### config.mk
export PLATFORM = sky130hd
export DESIGN_NAME = map_translate
export DESIGN_NICKNAME = d
export VERILOG_FILES = /design/src/source/map_pkg.sv /design/src/source/map_translate.sv
export SDC_FILE = /design/constraint.sdc
export NUM_CORES = 1
export LEC_CHECK = 0
export CAP_MARGIN = 10
export CORE_MARGIN = 4
export CORE_UTILIZATION = 55
export DETAILED_ROUTE_END_ITERATION = 8
export DONT_BUFFER_PORTS = 1
export GPL_TIMING_DRIVEN = 0
export HOLD_SLACK_MARGIN = 0.06
export PLACE_DENSITY = 0.77
export SLEW_MARGIN = 20
export SYNTH_ARGS = -nofsm -noshare
export SYNTH_HDL_FRONTEND = slang
export SYNTH_SLANG_ARGS = --single-unit
### constraint.sdc
create_clock -name clk_a -period 0.8 [get_ports clk_a]
set_input_delay 0.16 -clock clk_a [delete_from_list [all_inputs] [get_ports clk_a]]
set_output_delay 0.16 -clock clk_a [all_outputs]
set_load 0.005 [all_outputs]
### src/source/map_pkg.sv
//////////////////////////////////////////////////////////////////////
// Virtual memory map definitions.
// Address, entry and page widths of the two-level map, the field
// positions inside a level-two entry and the loader command codes.
//////////////////////////////////////////////////////////////////////

`default_nettype none

package map_pkg;

   //////////////////////////////////////////////////////////////////////
   // Address geometry
   //////////////////////////////////////////////////////////////////////

   localparam int vma_width    = 24;   // Virtual word address.
   localparam int pa_width     = 22;   // Physical word address.
   localparam int ppn_width    = 14;   // Physical page number.
   localparam int offset_width = 8;    // Word offset within a page.

   // Level one is indexed by vma[23:13] and holds a 5-bit block number.
   localparam int l1_addr_width = 11;
   localparam int l1_data_width = 5;

   // Level two is indexed by the block number joined with vma[12:8].
   localparam int l2_addr_width = 10;
   localparam int l2_data_width = 24;

   //////////////////////////////////////////////////////////////////////
   // Level-two entry fields
   //////////////////////////////////////////////////////////////////////

   localparam int l2_access_bit = 23;  // Page may be accessed.
   localparam int l2_write_bit  = 22;  // Page may be written.
   // Bits 21 to 14 are unused, the page number sits in bits 13 to 0.

   //////////////////////////////////////////////////////////////////////
   // Loader commands
   //////////////////////////////////////////////////////////////////////

   typedef enum logic [1:0] {
      op_write_l1 = 2'b00,
      op_write_l2 = 2'b01,
      op_read_l1  = 2'b10,
      op_read_l2  = 2'b11
   } map_op_t;

endpackage

`default_nettype wire
### src/source/map_translate.sv
//////////////////////////////////////////////////////////////////////
// Virtual to physical address translator.
// Two-stage pipeline over the level-one and level-two maps. A lookup
// returns the physical address and the fault flags exactly two cycles
// later, and a new lookup may start every cycle.
//////////////////////////////////////////////////////////////////////

`timescale 1ns/100ps
`default_nettype none

module map_translate
  (
   input  wire logic                              clk_a,
   input  wire logic                              reset,

   input  wire logic                              lookup,
   input  wire logic                              lookup_write,
   input  wire logic [map_pkg::vma_width-1:0]     vma,

   // Level-one map, port A.
   output logic                                   l1_rden,
   output logic      [map_pkg::l1_addr_width-1:0] l1_addr,
   input  wire logic [map_pkg::l1_data_width-1:0] l1_q,

   // Level-two map, port A.
   output logic                                   l2_rden,
   output logic      [map_pkg::l2_addr_width-1:0] l2_addr,
   input  wire logic [map_pkg::l2_data_width-1:0] l2_q,

   output logic                                   result_valid,
   output logic      [map_pkg::pa_width-1:0]      phys_addr,
   output logic                                   access_fault,
   output logic                                   write_fault
   );

   // Stage one holds the lookup while level one is read.
   logic        s1_valid;
   logic        s1_write;
   logic [12:0] s1_low;

   // Stage two holds it while level two is read.
   logic                             s2_valid;
   logic                             s2_write;
   logic [map_pkg::offset_width-1:0] s2_offset;

   logic access_bit;
   logic write_bit;

   //////////////////////////////////////////////////////////////////////
   // Stage one
   //////////////////////////////////////////////////////////////////////

   assign l1_rden = lookup;
   assign l1_addr = vma[map_pkg::vma_width-1:13];

   always_ff @(posedge clk_a)
   begin
      if (reset)
         s1_valid <= 1'b0;
      else
         s1_valid <= lookup;
   end

   always_ff @(posedge clk_a)
   begin
      s1_write <= lookup_write;
      s1_low   <= vma[12:0];
   end

   //////////////////////////////////////////////////////////////////////
   // Stage two
   //////////////////////////////////////////////////////////////////////

   assign l2_rden = s1_valid;
   assign l2_addr = {l1_q, s1_low[12:8]};  // Block number and page within block.

   always_ff @(posedge clk_a)
   begin
      if (reset)
         s2_valid <= 1'b0;
      else
         s2_valid <= s1_valid;
   end

   always_ff @(posedge clk_a)
   begin
      s2_write  <= s1_write;
      s2_offset <= s1_low[map_pkg::offset_width-1:0];
   end

   //////////////////////////////////////////////////////////////////////
   // Output decode
   //////////////////////////////////////////////////////////////////////

   assign access_bit = l2_q[map_pkg::l2_access_bit];
   assign write_bit  = l2_q[map_pkg::l2_write_bit];

   assign result_valid = s2_valid;
   assign phys_addr    = {l2_q[map_pkg::ppn_width-1:0], s2_offset};

   assign access_fault = s2_valid & ~access_bit;
   assign write_fault  = s2_valid & s2_write & access_bit & ~write_bit;  // Read-only page.

   //////////////////////////////////////////////////////////////////////
   // Checks
   //////////////////////////////////////////////////////////////////////

   a_vma_known : assert property (
      @(posedge clk_a) disable iff (reset)
      lookup |-> !$isunknown(vma))
      else $error("map_translate lookup with unknown address");

endmodule

`default_nettype wire

# == After elaboration in Yosys (flattened, before gate mapping) ==
# Index checks and enable logic that the tools add are counted.
# word_totals
word_cells,12
output_inout_bits,48
inputBits,57
ff_bits,25
# op_classes
bitwise,6
# ops
op,n
$and 1x1->1,4
$not 1->1,2

# == Depth between registers and ports, before layout ==
# Gate-level depths: netlist of run 1.
# logic_depth
word_depth,3
depth_mapped,1
mapped_depth_nobuf,1

# == Least setup slack after synthesis of run 1 ==
# Ideal clock, no wire load.
# synth_path
path_kind,reg2out
from,register s2_valid (netlist: result_valid)
to,output write_fault
t_arrival_ps,521
path_buffers,0
slack_ps,119
stages_incl_launch_ff,2
required_time_ps,640
cell_sequence,dfxtp_1 and4b_1
# synth_via
elab_chain_len,3
# synth_rtl
element,line_no,source
start: declaration,map_translate.sv:42,logic s2_valid;
start signal: assignment,map_translate.sv:82,s2_valid <= s1_valid;
$and 1x1->1 (3 in series),map_translate.sv:102,assign write_fault = s2_valid & s2_write & access_bit & ~write_bit;
end: declaration,map_translate.sv:33,output logic write_fault
# No other way between the ends.

# == Final worst setup path of run 1 ==
# Same ends and word-level chain as after synthesis.

==> out/metrics.yaml, run 1 <==
outcome:
  status: "finished with violations"
  violations: "setup timing"
floorplanning:
  core.rowCount: 13
  die_h_um: 46.1
  die-area_sq_mm: 0.00213
  core_area_sq_mm: 0.00133
  start_util_pct: 59.9
  io_pins: 105
  die_w_um: 46.1
detailed_routing:
  vias: 431
  drtAntennaViolNets: 0
  drc: 0
  via_per_inst: 4.31
  drt-pass1-iter-count: 2
  wirelength_um: 1700
  wl_per_cell_um: 17.0
  drtIter0Drc: 3
job:
  drv_cap: 0
synthesis:
  ys_ff_latch: 25
  postSynthCellCount: 65
  synth_edf_count: 0
  synthMuxAreaShare_pct: 0
  yosysWarnings: 0
  synth_area_leaders: "dfxtp_1, buf_4, nor2b_1, and4b_1"
  synth_compound_area_share_pct: 0
  synth-simple-area-share_pct: 3.60
  synth_async_sr_flop_share_pct: 0
  synthAdderAreaFrac_pct: 0
  synthFlopType: "dfxtp_1"
  syn_nets: 122
  synth_top_family_by_area: "buffers and inverters"
  ys_top_cells_by_count: "buf_4, dfxtp_1, nor2b_1, and4b_1"
  yosysMostFrequentCell: "buf_4"
  synth_cell_type_count: 4
  synth-xor-area-share_pct: 0
  ys_seq_area_share_pct: 62.6
  synthesis.area_sq_um: 800
  synth_top_cell_by_area: "dfxtp_1"
  avgSynthCellArea_sq_um: 12.3
  synth_top_area_share_pct: 62.6
timing:
  hold_viol: 0
  maxSlewViolCount: 0
  tightest_slew_ps: 112
  finalSetupViolations: 12
  fin_crit_ps: 1030
  rsz0062_at_grt: "true"
  finalCritPeriodShare_pct: 129
  worst_slack_ps: -231
  holdWs_ps: 334
  max_clock_freq_ghz: 0.970
  clock_skew_ps: 0.512
  slew_headroom_pct: 92.5
finish:
  drive_above_1_share_pct: 62.4
  syn2layout_area_growth_pct: 29.9
  layout.nets: 143
  diodes: 0
  stdcell_count: 100
global_routing:
  overflow: 0
  grt_max_degree: 14
  grt-busiest-layer: "met2"
  met3_usage_pct: 7.03
  grt_pass1_wl_um: 2130
  global_route.usage.total_pct: 14.6
  grt_util_met1_pct: 13.1
  met2_usage_pct: 27.2
  grt_pass1_vias: 425
  antenna_found_initial: 0
critical_path:
  end_kind: "primary output"
  critPathSlowestCell: "dfxtp_2"
  crit_path_start: "result_valid"
  timing.reg2reg.setup_slack_ps: 240
  crit_chain: "and4b_1"
  arrival_ps: 870
  crit_type: "reg -> out"
  rr_startpoint: "l2_rden"
  path_buf_inv: 0
  worstPathRequired_ps: 640
  crit_family: "flip-flops"
  start_kind: "flip-flop"
  crit_path_max_fanout: 3
  reg2reg_depth: 1
  r2r-end: "result_valid"
  worst_path_largest_cell_delay_ps: 360
worst_hold_path:
  hold_path_end: "s2_offset[6]"
  whs_path_depth: 0
  min_path_type: "reg -> reg"
  holdCritStartpoint: "s1_low[6]"
clock_network:
  cts_sinks: 25
  h-tree-depth: 1
  cts_buffer_depth: 2
  clock_latency_ps: 290
  cts_root_buf: "clkbuf_4"
  clkTransAtPathRegs_ps: 110
  postCtsSetupBuffers: 0
  cts_tree: "yes"
  cts_buffers: 3
place:
  gp_congestion: 0.569
  preCtsSetupSlack_ps: 71.3
  dpl.cell_count: 80
  io_buffers: 0
pwr:
  p_leak_nw: 0.484
  power_density_mw_per_mm2: 2000
  irDropWorstVdd_uv: 1720
-- repair_timing --
action,CTS,global route
endpoints found under the setup margin,17,17
endpoints found under the hold margin,16,0
gates resized for setup,10,8
cloned,0,0
hold buffers,16,0
-- state kept, by name, summed over array words and instances, names as in the netlist --
| signal | flops |
|---|---|
| s2_offset | 8 |
| s1_write | 1 |
| s2_write | 1 |
| s1_low | 13 |
| result_valid | 1 |
| l2_rden | 1 |
-- report_power, final --
group | internal [W] | total [W] | switching [W]
sequential | 0.00132 | 0.00134 | 0.0000264
combinational | 0.000173 | 0.000235 | 0.0000620
clock | 0.000194 | 0.000501 | 0.000307
-- worst max-delay path by stage --
stage	to	slack, ps	cells after the start
3_3_place_gp	write_fault	70	1
2_1_floorplan	write_fault	120	1
4_1_cts	write_fault	-240	1
3_5_place_dp	write_fault	70	1
5_1_grt	write_fault	-280	1
6_report	write_fault	-230	1
-- cell families (layout without fill, tap and decap cells) --
kind of cell | after synthesis | after routing
DFF | 25 | 25
and+or+nand+nor | 4 | 4
buffers and inverters | 36 | 56
-- placed cells by master (no fill, tap or decap) --
master / instances
and4b_1: 1
buf_6: 4
dfxtp_2: 13
dlygate4sd3_1: 16
nor2b_2: 1
buf_4: 32
dfxtp_1: 12
clkbuf_4: 3
nor2b_1: 2
clkbuf_1: 1
-- per-stage QoR --
stage	utilization, %	instance area (sq um)	setup TNS, ps	total power (W)
after global placement	61.4	818	0	0.00153
after global routing	77.9	1040	-1560	0.00218
after CTS	76.3	1020	-1130	0.00209
final	77.9	1040	-887	0.00208
after detailed placement	61.4	818	0	0.00153
after floorplan	-	800	0	0.00151
-- layout make-up --
| cell class | instances | area, sq um |
|---|---|---|
| multi-input combinational | 4 | 31.3 |
| timing repair buffer | 16 | 160 |
| buffer | 36 | 285 |
| clock buffer | 4 | 26.3 |
| tap | 15 | 18.8 |
| fill | 82 | 295 |
| sequential | 25 | 517 |
-- per-layer routing --
layer	wire, um	vias up
met5	0	-
met4	0	0
met3	301	0
met2	1040	44
met1	365	187
li1	-	200
Note: power is estimated with default switching activity, not from simulation.
==> inputs of run 2 (changes only) <==
--- a/config.mk
+++ b/config.mk
@@ -5,6 +5,7 @@
 export SDC_FILE = /design/constraint.sdc
 export NUM_CORES = 1
 export LEC_CHECK = 0
+export ABC_CLOCK_PERIOD_IN_PS = 800
 export CAP_MARGIN = 10
 export CORE_MARGIN = 4
 export CORE_UTILIZATION = 55
==> constraint.sdc (replaced) <==
create_clock -name clk_a -period 0.8 [get_ports clk_a]
set_input_delay 0.08 -clock clk_a [delete_from_list [all_inputs] [get_ports clk_a]]
set_output_delay 0.08 -clock clk_a [all_outputs]
set_load 0.005 [all_outputs]
==> out/metrics.yaml, run 2 (synthesis results as in run 1) <==
global_routing:
  grt_pass1_vias: 421  # was 425
  grt_max_degree: 14  # unchanged
  global_route.usage.total_pct: 14.4  # was 14.6%
  antenna_found_initial: 0  # unchanged
  grt_pass1_wl_um: 2080  # was 2130 um
  overflow: 0  # unchanged
clock_network:
  h-tree-depth: 1  # unchanged
  clkTransAtPathRegs_ps: 110  # about the same
  cts_sinks: 25  # unchanged
  clock_latency_ps: 290  # about the same
  cts_root_buf: "clkbuf_4"  # unchanged
  cts_tree: "yes"  # unchanged
  cts_buffer_depth: 2  # unchanged
  postCtsSetupBuffers: 0  # unchanged
  cts_buffers: 3  # unchanged
finish:
  top_register: "s1_low"  # unchanged
  top_regs: "s1_low x13, s2_offset x8"  # unchanged
  fillCellCount: 82  # unchanged
  layout_commonest_cell: "buf_4"  # unchanged
  largest_register_ffs: 13  # unchanged
  final_cell_mix: "buf_4, dfxtp_1, dlygate4sd3_1"  # was buf_4, dlygate4sd3_1, dfxtp_2
  drive_above_1_share_pct: 51.8  # was 62.4%
  diodes: 0  # unchanged
  syn2layout_area_growth_pct: 28.5  # was 29.9%
  layout.nets: 143  # unchanged
detailed_routing:
  drtIter0Drc: 5  # was 3
  vias: 433  # was 431
  wl_per_cell_um: 17.0  # about the same
  wirelength_um: 1700  # about the same
  drt-pass1-iter-count: 2  # unchanged
  via_per_inst: 4.33  # was 4.31
  drc: 0  # unchanged
  drtAntennaViolNets: 0  # unchanged
pwr:
  power_density_mw_per_mm2: 2010  # was 2000 mW/mm^2
  irDropWorstVdd_uv: 1710  # was 1720 uV
  p_leak_nw: 0.484  # about the same
worst_hold_path:
  min_path_type: "in -> out"  # was reg -> reg
timing:
  slew_headroom_pct: 92.6  # was 92.5%
  finalSetupViolations: 7  # was 12
  hold_viol: 0  # unchanged
  max_clock_freq_ghz: 1.05  # was 0.970 GHz
  tightest_slew_ps: 111  # was 112 ps
  holdWs_ps: 184  # was 334 ps
  finalCritPeriodShare_pct: 119  # was 129%
  clock_skew_ps: 1.15  # was 0.512 ps
  worst_slack_ps: -148  # was -231 ps
  fin_crit_ps: 948  # was 1030 ps
  rsz0062_at_grt: "true"  # unchanged
  fin_setup_tns_ps: -284  # was -887 ps
  maxSlewViolCount: 0  # unchanged
critical_path:
  critPathSlowestCell: "dfxtp_2"  # unchanged
  crit_path_max_fanout: 3  # unchanged
  crit_type: "reg -> out"  # unchanged
  worst_path_largest_cell_delay_ps: 360  # about the same
  crit_family: "flip-flops"  # unchanged
  start_kind: "flip-flop"  # unchanged
  arrival_ps: 870  # about the same
  crit_chain: "and4b_1"  # unchanged
  end_kind: "primary output"  # unchanged
  worstPathRequired_ps: 720  # was 640 ps
  path_buf_inv: 0  # unchanged
place:
  io_buffers: 0  # unchanged
  gp_congestion: 0.569  # unchanged
floorplanning:
  io_pins: 105  # unchanged
  die_w_um: 46.1  # unchanged
  core_area_sq_mm: 0.00133  # unchanged
  core.rowCount: 13  # unchanged
  start_util_pct: 59.9  # unchanged
  die-area_sq_mm: 0.00213  # unchanged
  die_h_um: 46.1  # unchanged
outcome:
  violations: "setup timing"  # unchanged
  status: "finished with violations"  # unchanged
job:
  drv_cap: 0  # unchanged
[run 2: changes by cell type in the layout (fill, tap and decap cells not counted)]
cell / before / now
dfxtp_2: 13 / 4
dfxtp_1: 12 / 21
[run 2: area by class of cell]
| cell class | instances | area, sq um | share of cell area [%] |
|---|---|---|---|
| sequential | 25 | 505 | 49.2 |
| buffer | 36 | 285 | 27.8 |
| multi-input combinational | 4 | 31.3 | 3.05 |
| timing repair buffer | 16 | 160 | 15.6 |
| tap | 15 | 18.8 | 1.83 |
| clock buffer | 4 | 26.3 | 2.56 |
[run 2: worst paths after layout]
kind	start	endpoint	slack (ps)	depth (start not counted)
setup / recovery	result_valid	write_fault	-150	1
hold / removal	l2_q[23]	access_fault	180	1
setup reg to reg	l2_rden	result_valid	240	1
hold reg to reg	s1_write	s2_write	340	0
[run 2: timing repair]
item	4_1_cts	5_1_grt
endpoints found under the setup margin	7	7
endpoints found under the hold margin	16	0
gates resized for setup	1	8
hold buffers	16	0
[run 2: where the power goes]
part           total, W  internal [W]  leakage (nW)  switching [W]
combinational  0.000234      0.000172         0.258      0.0000615
sequential      0.00134       0.00131         0.211      0.0000264
clock          0.000495      0.000194        0.0150       0.000301
total           0.00207       0.00168         0.484       0.000389
[run 2: layer usage]
layer | routed length, um | global-route usage, %
met2 | 1020 | 26.6
met1 | 358 | 12.3
met5 | 0 | 0
met4 | 0 | 6.25
met3 | 316 | 7.81
[run 2: metrics by stage]
stage | total power [W] | setup slack [ps] | cells | utilization, % | instance area [sq um]
detailed placement | 0.00153 | 151 | 80 | 61.4 | 818
finish | 0.00207 | -148 | 100 | 77.0 | 1030
floorplan | 0.00151 | 199 | 65 | - | 800
global placement | 0.00153 | 152 | 80 | 61.4 | 818
CTS | 0.00208 | -165 | 100 | 75.4 | 1010
global route | 0.00217 | -203 | 100 | 77.0 | 1030
