**config.mk**
```make
export PLATFORM = sky130hd
export DESIGN_NAME = map_loader
export DESIGN_NICKNAME = d
export VERILOG_FILES = /design/src/source/map_pkg.sv /design/src/source/map_loader.sv
export SDC_FILE = /design/constraint.sdc
export NUM_CORES = 1
export LEC_CHECK = 0
export BUFFER_PORTS_ARGS = -buffer_cell sky130_fd_sc_hd__buf_2
export CORE_ASPECT_RATIO = 0.5
export CORE_MARGIN = 5
export CORE_UTILIZATION = 26
export DETAILED_ROUTE_END_ITERATION = 8
export MAX_ROUTING_LAYER = met4
export PLACE_DENSITY_LB_ADDON = 0.08
export REMOVE_ABC_BUFFERS = 1
export SYNTH_ARGS = -nofsm -noshare
export SYNTH_HDL_FRONTEND = slang
export SYNTH_SLANG_ARGS = --single-unit
```
**constraint.sdc**
```tcl
create_clock -name clk_a -period 2.3 [get_ports clk_a]
set_clock_uncertainty 0.05 [all_clocks]
set_input_delay 0.115 -clock clk_a [delete_from_list [all_inputs] [get_ports clk_a]]
set_output_delay 0.115 -clock clk_a [all_outputs]
set_load 0.01 [all_outputs]
```
**src/source/map_pkg.sv**
```systemverilog
//////////////////////////////////////////////////////////////////////
// Virtual memory map definitions.
// Address, entry and page widths of the two-level map, the field
// positions inside a level-two entry and the loader command codes.
//////////////////////////////////////////////////////////////////////

`default_nettype none

package map_pkg;

   //////////////////////////////////////////////////////////////////////
   // Address geometry
   //////////////////////////////////////////////////////////////////////

   localparam int vma_width    = 24;   // Virtual word address.
   localparam int pa_width     = 22;   // Physical word address.
   localparam int ppn_width    = 14;   // Physical page number.
   localparam int offset_width = 8;    // Word offset within a page.

   // Level one is indexed by vma[23:13] and holds a 5-bit block number.
   localparam int l1_addr_width = 11;
   localparam int l1_data_width = 5;

   // Level two is indexed by the block number joined with vma[12:8].
   localparam int l2_addr_width = 10;
   localparam int l2_data_width = 24;

   //////////////////////////////////////////////////////////////////////
   // Level-two entry fields
   //////////////////////////////////////////////////////////////////////

   localparam int l2_access_bit = 23;  // Page may be accessed.
   localparam int l2_write_bit  = 22;  // Page may be written.
   // Bits 21 to 14 are unused, the page number sits in bits 13 to 0.

   //////////////////////////////////////////////////////////////////////
   // Loader commands
   //////////////////////////////////////////////////////////////////////

   typedef enum logic [1:0] {
      op_write_l1 = 2'b00,
      op_write_l2 = 2'b01,
      op_read_l1  = 2'b10,
      op_read_l2  = 2'b11
   } map_op_t;

endpackage

`default_nettype wire
```
**src/source/map_loader.sv**
```systemverilog
//////////////////////////////////////////////////////////////////////
// Map loader.
// Turns processor map commands into port-B writes and reads of the
// two map RAMs and returns read-back data one cycle after a read.
//////////////////////////////////////////////////////////////////////

`timescale 1ns/100ps
`default_nettype none

module map_loader
  (
   input  wire logic                              clk_a,
   input  wire logic                              reset,

   input  wire logic                              cmd,
   input  wire map_pkg::map_op_t                  cmd_op,
   input  wire logic [map_pkg::l1_addr_width-1:0] map_addr,
   input  wire logic [map_pkg::l2_data_width-1:0] map_wdata,

   // Level-one map, port B.
   output logic                                   l1_rden,
   output logic                                   l1_wren,
   output logic      [map_pkg::l1_addr_width-1:0] l1_addr,
   output logic      [map_pkg::l1_data_width-1:0] l1_wdata,

   // Level-two map, port B.
   output logic                                   l2_rden,
   output logic                                   l2_wren,
   output logic      [map_pkg::l2_addr_width-1:0] l2_addr,
   output logic      [map_pkg::l2_data_width-1:0] l2_wdata,

   input  wire logic [map_pkg::l1_data_width-1:0] l1_q,
   input  wire logic [map_pkg::l2_data_width-1:0] l2_q,

   output logic                                   rdata_valid,
   output logic      [map_pkg::l2_data_width-1:0] rdata
   );

   logic rd_pending;
   logic rd_from_l2;

   //////////////////////////////////////////////////////////////////////
   // Command decode
   //////////////////////////////////////////////////////////////////////

   always_comb
   begin
      l1_rden = 1'b0;
      l1_wren = 1'b0;
      l2_rden = 1'b0;
      l2_wren = 1'b0;
      if (cmd)
      begin
         case (cmd_op)
            map_pkg::op_write_l1 : l1_wren = 1'b1;
            map_pkg::op_write_l2 : l2_wren = 1'b1;
            map_pkg::op_read_l1  : l1_rden = 1'b1;
            map_pkg::op_read_l2  : l2_rden = 1'b1;
            default              : ;
         endcase
      end
   end

   assign l1_addr  = map_addr;
   assign l2_addr  = map_addr[map_pkg::l2_addr_width-1:0];  // Low bits only.
   assign l1_wdata = map_wdata[map_pkg::l1_data_width-1:0];
   assign l2_wdata = map_wdata;

   //////////////////////////////////////////////////////////////////////
   // Read-back
   //////////////////////////////////////////////////////////////////////

   always_ff @(posedge clk_a)
   begin
      if (reset)
      begin
         rd_pending <= 1'b0;
         rd_from_l2 <= 1'b0;
      end
      else
      begin
         rd_pending <= l1_rden | l2_rden;
         if (l1_rden | l2_rden)
            rd_from_l2 <= l2_rden;
      end
   end

   assign rdata_valid = rd_pending;
   assign rdata = rd_from_l2 ? l2_q :
                  {{(map_pkg::l2_data_width - map_pkg::l1_data_width){1'b0}}, l1_q};

   a_op_known : assert property (
      @(posedge clk_a) disable iff (reset)
      cmd |-> !$isunknown(cmd_op))
      else $error("map_loader command with unknown opcode");

endmodule

`default_nettype wire

```
# Word-level counts from Yosys, hierarchy flattened
# Index checks and enable logic that the tools add are counted.
[totals] elab_cells=16 ff_bits=2 out_inout_bits=79 in_bits=69
[op_classes] n_eq_ne=3 muxes=9 reduce_logical=1 n_bitwise=1
[op_table] cell="24-bit 2-to-1 mux" count=1
[op_table] cell="1-bit 2-to-1 mux" count=8
[op_table] cell="2-bit == test (second input constant)" count=2
[op_table] cell="2-bit by 1-bit == test with 1-bit output (second input constant)" count=1
[op_table] cell="2-bit logical NOT" count=1
[op_table] cell="1-bit bitwise OR" count=1

# Depth between registers and ports, before layout
# Gate-level depths: netlist of the first run.
[logic_depth] ltp_word=4 ltp_mapped=3 mapped_depth_nobuf=2

# Least setup slack after synthesis of the first run
# OpenSTA, ideal clock, no wires.
[synth_path] kind="reg-to-output" startpoint="register rd_from_l2" endpoint="output port rdata[4] (netlist bit)" stages_incl_launch_ff=4 t_arrival_ps=827 path_slack_ps=1308 n_path_buf=2 t_required_ps=2135 path_cell_list="dfxtp_1 buf_6 buf_8 mux2_4"
[synth_via] elab_chain_len=1
[synth_rtl] item="start: declaration" line="map_loader.sv:40" text="logic rd_from_l2;"
[synth_rtl] item="start signal: assignment" line="map_loader.sv:84" text="rd_from_l2 <= l2_rden;"
[synth_rtl] item="24-bit 2-to-1 mux" line="map_loader.sv:89" text="assign rdata = rd_from_l2 ? l2_q :"
[synth_rtl] item="end: declaration" line="map_loader.sv:36" text="output logic [map_pkg::l2_data_width-1:0] rdata"
# Every way passes these cells.

# Final worst setup path of the first run
[layout_path] startpoint="register rd_from_l2" endpoint="output port rdata[2] (netlist bit)"
# The elaborated chain is that of the path after synthesis.

==> results of run 1 <==
routing by layer:
metal	global-route usage, %	routed length [um]
met5	-	0
met4	2.93	4
met3	25.0	978
met2	18.8	1350
met1	18.2	1210
synth_stat cells:
cell type / count
buf_4: 50
and2_1: 10
and2_2: 9
mux2_2: 4
dfxtp_1: 2
nor2_1: 2
a21boi_0: 1
and3_1: 1
and3b_1: 1
buf_6: 1
buf_8: 1
clkbuf_2: 1
mux2_4: 1
nand2_1: 1
nor3b_1: 1
o21ba_1: 1
sequential cells by signal, indices dropped and copies added (netlist names):
| signal | count |
|---|---|
| rd_from_l2 | 1 |
| rdata_valid | 1 |
worst max-delay path by stage:
stage	to	slack, ns
after CTS	rdata[2]	0.63
after global placement	rdata[3]	0.84
after detailed placement	rdata[2]	0.84
after global routing	rdata[1]	0.55
after floorplan	rdata[0]	1.14
final	rdata[2]	0.67
logic make-up after synthesis:
family          Yosys count  synth area share (%)
compound gates            2                  2.55
buf+inv                  53                  59.1
flops                     2                  5.82
mux                       5                  8.73
simple gates             25                  23.8
layout make-up:
cell class,count,area [sq um]
tap,37,46.3
multi-input combinational,32,241
sequential,2,40.0
timing repair buffer,62,310
fill,309,1890
clock buffer,3,41.3
power by group through the flow:
stage	logic, mW	clock network, mW	registers [mW]
after floorplan	0.0299	0	0.0404
after global placement	0.0783	0	0.0416
after detailed placement	0.0776	0	0.0415
after CTS	0.0780	0.138	0.0411
after global routing	0.0836	0.143	0.0417
final	0.0766	0.134	0.0408
==> qor.yml, run 1 <==
drt_wl_total_um: 3540
ant_nets: 0
pwr-share-comb_pct: 30.5
cts_buffers: 3
synth_warnings: 0
viasPerCell: 4.21
min_period_ns: 1.63
power_switching_uw: 58.4
ir_drop_mv: 0.259
die_h_um: 46.4
worstSkewPairLatency_ns: 0.21
drive_gt1_share_pct: 79.8
gp_congestion: 0.581
worst_setup_path_end_kind: "output pin"
worstSetupStartpoint: "rd_from_l2$_SDFFE_PP0P_"
grtUsageTotal_pct: 17.9
hold_end: "rdata_valid$_SDFF_PP0_"
crit_path_max_fanout: 25
n_antenna_cell: 0
crit_path_start_kind: "flip-flop"
fmax_mhz: 612
critical_path_arrival_ns: 1.47
drc: 0
grt_pass1_vias: 551
vias: 572
setup_viol: 0
root_buffer: "clkbuf_8"
drtIter0Drc: 7
status: "finished clean"
synth_cells: 87
hold_depth: 2
io_buffers: 62
layout_commonest_cell: "buf_2"
ctsHoldBuffers: 0
ys_seq_elements: 2
p_per_area_nw_per_um2: 370
placementRows: 13
grt_pass1_wl_um: 4210
hpwl_um: 3120
ff2ff_path_depth: 2
rsz0062_at_grt: "false"
post_cts_buffers: 0
avgSynthCellArea_sq_um: 7.91
fin_hold_ws_ns: 0.0266
layout_common_cells: "buf_2 (62), and2_1 (10), and2_2 (9), mux2_2 (4), clkbuf_8 (3)"
dp_worst_setup_slack_ns: 0.844
wl_per_cell_um: 26.0
total_power_uw: 251
cts_tree: "done"
maxSlewViolCount: 0
timing.final.ws_setup_ns: 0.666
crit_chain: "mux2_2 > buf_2"
ys_types: 16
htreeDepth: 1
cap_violations: 0
clock-sinks: 2
nets: 170
finalCritPeriodShare_pct: 71.0
cts_resized: 0
die_w_um: 82.8
coreArea_sq_um: 2570
finalHoldViolations: 0
placed_cell_area_sq_um: 638
relSlewSlack_pct: 57.0
clk_path_buf_depth: 2
r2r_slack_ns: 1.08
stdcell_count: 136
crit_required_ns: 2.13
switching_share_pct: 23.2
firstDrtPassIters: 4
io_pins: 148
yosys-top-cells-area: "buf_4 (55%), and2_2 (9.8%), and2_1 (9.1%)"
dieArea_sq_um: 3840
path_clk_slew_ns: 0.03
worst_pin_slew_ns: 0.643
r2r-start: "rd_from_l2$_SDFFE_PP0P_"
syn_area_sq_um: 688
antenna_found_initial: 0
intPower_uw: 193
hold_path.class: "in2reg"
crit_type: "reg2out"
slowest_stage: "dfxtp_1"
start_util_pct: 26.8
yosysSeqAreaShare_pct: 5.82
reg2reg_to: "rd_from_l2$_SDFFE_PP0P_"
crit_buf_inv: 1
cp_top_family: "flip-flops"
utilization_pct: 26.4
crit_cells: 2
yosysTopAreaCell: "buf_4"
finalSetupTns_ns: 0
p_clk_share_pct: 53.3
min_from: "reset"
grt_max_degree: 26
synth_top_area_share_pct: 54.5
final_area_sq_um: 679
pwr-share-seq_pct: 16.2
p_leak_nw: 0.435
syn2layout_area_growth_pct: -1.27
grt_overflow: 0
dp_cells: 133
slowest_delay_ns: 0.72
No activity file was read; power rests on OpenSTA's default activity.
==> run 2: changes to the inputs <==
--- a/config.mk
+++ b/config.mk
@@ -8,7 +8,7 @@
 export BUFFER_PORTS_ARGS = -buffer_cell sky130_fd_sc_hd__buf_2
 export CORE_ASPECT_RATIO = 0.5
 export CORE_MARGIN = 5
-export CORE_UTILIZATION = 26
+export CORE_UTILIZATION = 24
 export DETAILED_ROUTE_END_ITERATION = 8
 export MAX_ROUTING_LAYER = met4
 export PLACE_DENSITY_LB_ADDON = 0.08
==> constraint.sdc (replaced) <==
create_clock -name clk_a -period 1.7 [get_ports clk_a]
set_clock_uncertainty 0.05 [all_clocks]
set_input_delay 0.085 -clock clk_a [delete_from_list [all_inputs] [get_ports clk_a]]
set_output_delay 0.085 -clock clk_a [all_outputs]
set_load 0.01 [all_outputs]
==> run 2 against run 1 <==
Against the previous run:
- sequential power grew 23%
- die area grew 6.9%
- setup slack lost 0.25 ns
- wire length shrank 9.4%
- critical path depth grew 1
- critical path type unchanged
- critical endpoint is now rdata[1]
- largest power group unchanged
==> qor.yml, run 2 (synthesis results as in run 1) <==
dp_cells: 135  # +1.5%
vias: 567  # -0.87%
relSlewSlack_pct: 90.4  # +33 points
worstSkewPairLatency_ns: 0.21  # about the same
post_cts_buffers: 0  # unchanged
io_pins: 148  # unchanged
grt_pass1_wl_um: 3750  # -11%
root_buffer: "clkbuf_8"
die_h_um: 47.9  # +3.2%
finalHoldViolations: 0  # unchanged
critical_path_arrival_ns: 1.15  # -0.32 ns
cts_tree: "done"
drtIter0Drc: 10  # +3
gp_congestion: 0.658  # +13%
worst_setup_path_end_kind: "output pin"
cts_resized: 0  # unchanged
crit_path_max_fanout: 9  # -64%
grtUsageMet1_pct: 14.6  # -3.7 points
drt_wl_total_um: 3210  # -9.4%
rsz0062_at_grt: "false"
coreArea_sq_um: 2670  # +3.8%
fill_cells: 299  # -3.2%
clk_path_buf_depth: 2  # unchanged
hpwl_um: 2860  # -8.4%
cap_violations: 0  # unchanged
met2_usage_pct: 15.4  # -3.4 points
n_antenna_cell: 0  # unchanged
status: "finished clean"
syn2layout_area_growth_pct: 2.36
path_clk_slew_ns: 0.03  # about the same
grt_max_degree: 17  # -35%
start_util_pct: 25.8  # -0.98 points
layout_common_cells: "buf_2 (62), and2_1 (10), and2_2 (9), mux2_2 (4), clkbuf_8 (3)"
layout_commonest_cell: "buf_2"
finalSetupTns_ns: 0  # unchanged
cts_buffers: 3  # unchanged
clock-sinks: 2  # unchanged
grtUsageTotal_pct: 14.6  # -3.3 points
crit_type: "reg2out"
worst_pin_slew_ns: 0.143  # -0.501 ns
maxSlewViolCount: 0  # unchanged
placementRows: 13  # unchanged
p_per_area_nw_per_um2: 490  # +33%
min_period_ns: 1.29
ctsHoldBuffers: 1  # +1
grt_overflow: 0  # unchanged
ir_drop_mv: 0.155  # -40%
drc: 0  # unchanged
die_w_um: 85.7  # +3.6%
htreeDepth: 1  # unchanged
hold_path.class: "in2out"
dieArea_sq_um: 4100  # +6.9%
crit_path_start_kind: "flip-flop"
total_power_uw: 345  # +37%
nets: 173  # +1.8%
firstDrtPassIters: 3  # -1
io_buffers: 62  # unchanged
wl_per_cell_um: 23.1  # -11%
p_leak_nw: 0.450  # +3.4%
finalCritPeriodShare_pct: 75.6
met3_usage_pct: 19.1  # -5.9 points
crit_required_ns: 1.56  # -0.57 ns
viasPerCell: 4.08  # -3.0%
stdcell_count: 139  # +2.2%
antenna_found_initial: 0  # unchanged
drive_gt1_share_pct: 79.4  # -0.39 points
ant_nets: 0  # unchanged
grt-busiest-layer: "met3"
grt_pass1_vias: 478  # -13%
setup_viol: 0  # unchanged
fmax_mhz: 778
-- run 2: metrics by stage --
stage               hold slack [ns]  utilization (%)  cell area, sq um  setup slack (ns)
detailed placement            0.120             24.5               653             0.618
global placement              0.120             24.5               653             0.631
finish                        0.120             26.4               704             0.415
CTS                           0.120             26.4               704             0.397
floorplan                     0.107                -               282             0.567
global route                  0.120             26.4               704             0.359
-- run 2: cell type report --
class                           count  area (sq um)  share of cell area (%)
Timing Repair Buffer               65           335                    47.6
Clock buffer                        3          41.3                    5.86
Multi-Input combinational cell     32           241                    34.3
Tap cell                           37          46.3                    6.57
Sequential cell                     2          40.0                    5.68
-- run 2: worst max-delay path, cell delays in order (launching register included) --
cell     delay (ns)
dfxtp_1        0.31
buf_4          0.15
mux2_2         0.34
buf_2          0.14
-- run 2: metal layers --
metal	vias to the layer above	wire length [um]
met2	83	1210
li1	249	-
met1	233	1090
met4	0	17
met5	-	0
met3	2	896
-- run 2: worst paths after layout --
path | to | cells past startpoint | startpoint | slack [ns]
worst min register to register | rd_from_l2$_SDFFE_PP0P_ | 3 | rd_from_l2$_SDFFE_PP0P_ | 0.75
worst max register to register | rd_from_l2$_SDFFE_PP0P_ | 3 | rd_from_l2$_SDFFE_PP0P_ | 0.78
worst max-delay path | rdata[1] | 3 | rd_from_l2$_SDFFE_PP0P_ | 0.41
worst min-delay path | l1_wdata[1] | 0 | map_wdata[1] | 0.12
-- run 2: where the power goes --
group	internal [mW]	switching, mW	leakage [nW]
Combinational	0.0662	0.0468	0.412
Sequential	0.0494	0.000664	0.0164
Clock	0.149	0.0330	0.0216
Total	0.265	0.0805	0.450
==> run 3: changes to the inputs <==
--- a/config.mk
+++ b/config.mk
@@ -5,6 +5,7 @@
 export SDC_FILE = /design/constraint.sdc
 export NUM_CORES = 1
 export LEC_CHECK = 0
+export ABC_AREA = 1
 export BUFFER_PORTS_ARGS = -buffer_cell sky130_fd_sc_hd__buf_2
 export CORE_ASPECT_RATIO = 0.5
 export CORE_MARGIN = 5
==> constraint.sdc (replaced) <==
create_clock -name clk_a -period 1.3 [get_ports clk_a]
set_clock_uncertainty 0.05 [all_clocks]
set_input_delay 0.065 -clock clk_a [delete_from_list [all_inputs] [get_ports clk_a]]
set_output_delay 0.065 -clock clk_a [all_outputs]
set_load 0.01 [all_outputs]
==> run 3 against run 2 <==
Against the previous run:
- combinational power is 69% higher
- hold slack worse by 0.040 ns
- wire length is 12% higher
- first-iteration DRC count stayed put
- global-route usage is 1.6 points higher
- cell count is 25% higher
- cell area is 2.7% higher
- via count is 20% higher
- sequential share of layout area is 0.15 points lower
- non-clock buffer count stayed put
- count of clock-buffer cells in the layout stayed put
- critical endpoint unchanged
==> qor.yml, run 3 <==
finalSetupTns_ns: 0  # unchanged
clk_path_buf_depth: 2  # unchanged
cpMostUsedCell: "nand2_1"
drt-met1-wl_um: 1290  # +18%
grt_overflow: 0  # unchanged
fmax_mhz: 875
worst_pin_slew_ns: 0.145  # +0.00257 ns
critical_path_arrival_ns: 1.03  # -0.12 ns
ff2ff_path_depth: 5  # +2
crit_required_ns: 1.19  # -0.37 ns
htreeDepth: 1  # unchanged
drtIter0Drc: 10  # unchanged
synth-adder-area-share_pct: 0  # unchanged
ys_types: 11  # -5
start_util_pct: 26.2  # +0.41 points
die_w_um: 87.0  # +1.5%
hpwl_um: 3320  # +16%
crit_type: "reg2out"
synth_top_area_share_pct: 52.7  # -1.8 points
synth_ff_type: "dfxtp_1"
viasPerCell: 3.93  # -3.8%
p_leak_nw: 0.608  # +35%
clock-sinks: 2  # unchanged
min_period_ns: 1.14
die_h_um: 48.5  # +1.3%
maxSlewViolCount: 0  # unchanged
synth_compound_area_share_pct: 0  # -2.5 points
yosysMostFrequentCell: "buf_4"
r2r-start: "rd_from_l2$_SDFFE_PP0P_"
drive_gt1_share_pct: 51.8  # -28 points
synth_top_family_by_area: "buffers and inverters"
io_pins: 148  # unchanged
cts_tree: "done"
synthSimpleGateAreaFrac_pct: 25.0  # +1.1 points
yosys-top-cells-area: "buf_4 (53%), nand2_1 (20%), inv_1 (11%)"
grt_max_degree: 14  # -3
io_buffers: 62  # unchanged
multi_input_area_sq_um: 178  # -26%
wl_per_cell_um: 20.7  # -10%
dp_worst_setup_slack_ns: 0.378  # -0.240 ns
ant_nets: 0  # unchanged
crit_path_max_fanout: 13  # +4
syn2layout_area_growth_pct: 1.58
dr_wl_met3_um: 1030  # +15%
slowest_stage: "dfxtp_1"
placementRows: 13  # unchanged
fill_cells: 332  # +11%
root_buffer: "clkbuf_8"
synth_warnings: 0  # unchanged
syn_area_sq_um: 712  # +3.5%
slowest_delay_ns: 0.31  # -0.03 ns
cp_top_family: "buffers and inverters"
rsz0062_at_grt: "false"
ys_seq_elements: 2  # unchanged
p_per_area_nw_per_um2: 686  # +40%
highest_layer: "met4"
n_antenna_cell: 0  # unchanged
worst_setup_path_end_kind: "output pin"
grt_pass1_vias: 660  # +38%
status: "finished clean"
relSlewSlack_pct: 90.3  # -0.11 points
hold_depth: 0  # unchanged
nets: 208  # +20%
drt_wl_total_um: 3600  # +12%
yosysSeqAreaShare_pct: 5.62  # -0.19 points
layout_commonest_cell: "buf_2"
crit_path_start_kind: "flip-flop"
grtUsageTotal_pct: 16.2  # +1.6 points
hold_path.class: "in2out"
avgSynthCellArea_sq_um: 5.84  # -26%
cts_resized: 0  # unchanged
async_reset_ff_share_pct: 0  # unchanged
cts_buffers: 3  # unchanged
hold_end: "l1_addr[0]"
ff_latch_area_sq_um: 40.0  # unchanged
vias: 683  # +20%
gp_congestion: 0.717  # +8.9%
finalCritPeriodShare_pct: 87.9
layout_common_cells: "buf_2 (62), nand2_1 (38), inv_1 (21), nor2_1 (3), clkbuf_8 (3)"
antenna_found_initial: 0  # unchanged
coreArea_sq_um: 2720  # +1.8%
firstDrtPassIters: 3  # unchanged
synth_cells: 122  # +40%
finalHoldViolations: 0  # unchanged
dr_wl_met2_um: 1270  # +5.5%
yosysTopAreaCell: "buf_4"
reg2reg_to: "rd_from_l2$_SDFFE_PP0P_"
synth_edf_count: 0  # unchanged
worstSkewPairLatency_ns: 0.21  # about the same
timing.final.ws_setup_ns: 0.157  # -0.258 ns
drc: 0  # unchanged
setup_viol: 0  # unchanged
path_clk_slew_ns: 0.03  # about the same
crit_buf_inv: 3  # +1
grt_pass1_wl_um: 4520  # +21%
r2r_slack_ns: 0.41  # -0.37 ns
cap_violations: 0  # unchanged
muxShareOfSynthArea_pct: 0  # -8.7 points
total_power_uw: 496  # +44%
synth_commonest_cells: "buf_4 (50), nand2_1 (38), inv_1 (21)"
synth_xor_xnor_area_share_pct: 0  # unchanged
min_from: "map_addr[0]"
ir_drop_mv: 0.256  # +65%
crit_chain: "buf_4 > inv_2 > nand2_1 > nand2_1 > buf_2"
dieArea_sq_um: 4220  # +2.9%
## run 3: kinds of logic (layout without fill, tap and decap cells)
group	after synthesis	count (layout)
and+or+nand+nor	45	45
DFF	2	2
buffers and inverters	75	90
## run 3: report_power, final
part	total [mW]	internal, mW	switching (mW)
clock network	0.238	0.195	0.0429
logic	0.191	0.0901	0.101
registers	0.0665	0.0653	0.00119
total	0.496	0.351	0.145
## run 3: per-layer routing
metal	vias up	global-route usage [%]
li1	322	-
met1	264	16.7
met2	95	18.4
met3	2	20.9
met4	0	3.11
met5	-	-
## run 3: repair_timing
action / CTS / global route
setup buffers: 0 / 0
endpoints found under the setup margin: 0 / 0
hold buffers: 1 / 0
hold endpoints to repair: 1 / 0
## run 3: worst register-to-register path: cells and delay by family, from the launching register on
kind	cells	cell delay [ns]
buf+inv	2	0.28
simple gates	3	0.15
flops	1	0.29
## run 3: worst max path at each step
stage	startpoint	end	slack [ns]	cells past startpoint
floorplan	rd_from_l2$_SDFFE_PP0P_	rd_from_l2$_SDFFE_PP0P_	0.20	4
global placement	rd_from_l2$_SDFFE_PP0P_	rdata[3]	0.39	5
detailed placement	rd_from_l2$_SDFFE_PP0P_	rdata[1]	0.38	5
global route	rd_from_l2$_SDFFE_PP0P_	rdata[0]	0.06	5
CTS	rd_from_l2$_SDFFE_PP0P_	rdata[1]	0.14	5
finish	rd_from_l2$_SDFFE_PP0P_	rdata[1]	0.16	5
## run 3: stage by stage
step                      std cells  area (sq um)  hold slack, ns  utilization [%]
after floorplan                  69           300          0.0800                -
after global placement          170           672          0.0801             24.7
after detailed placement        170           672          0.0801             24.7
after CTS                       174           723          0.0801             26.6
after global routing            174           723          0.0801             26.6
final                           174           723          0.0801             26.6
## run 3: layout make-up
| cell class | count | area share [%] |
|---|---|---|
| timing repair buffer | 65 | 46.4 |
| multi-input combinational | 45 | 24.6 |
| inverter | 22 | 11.4 |
| tap | 37 | 6.40 |
| clock buffer | 3 | 5.71 |
| sequential | 2 | 5.54 |
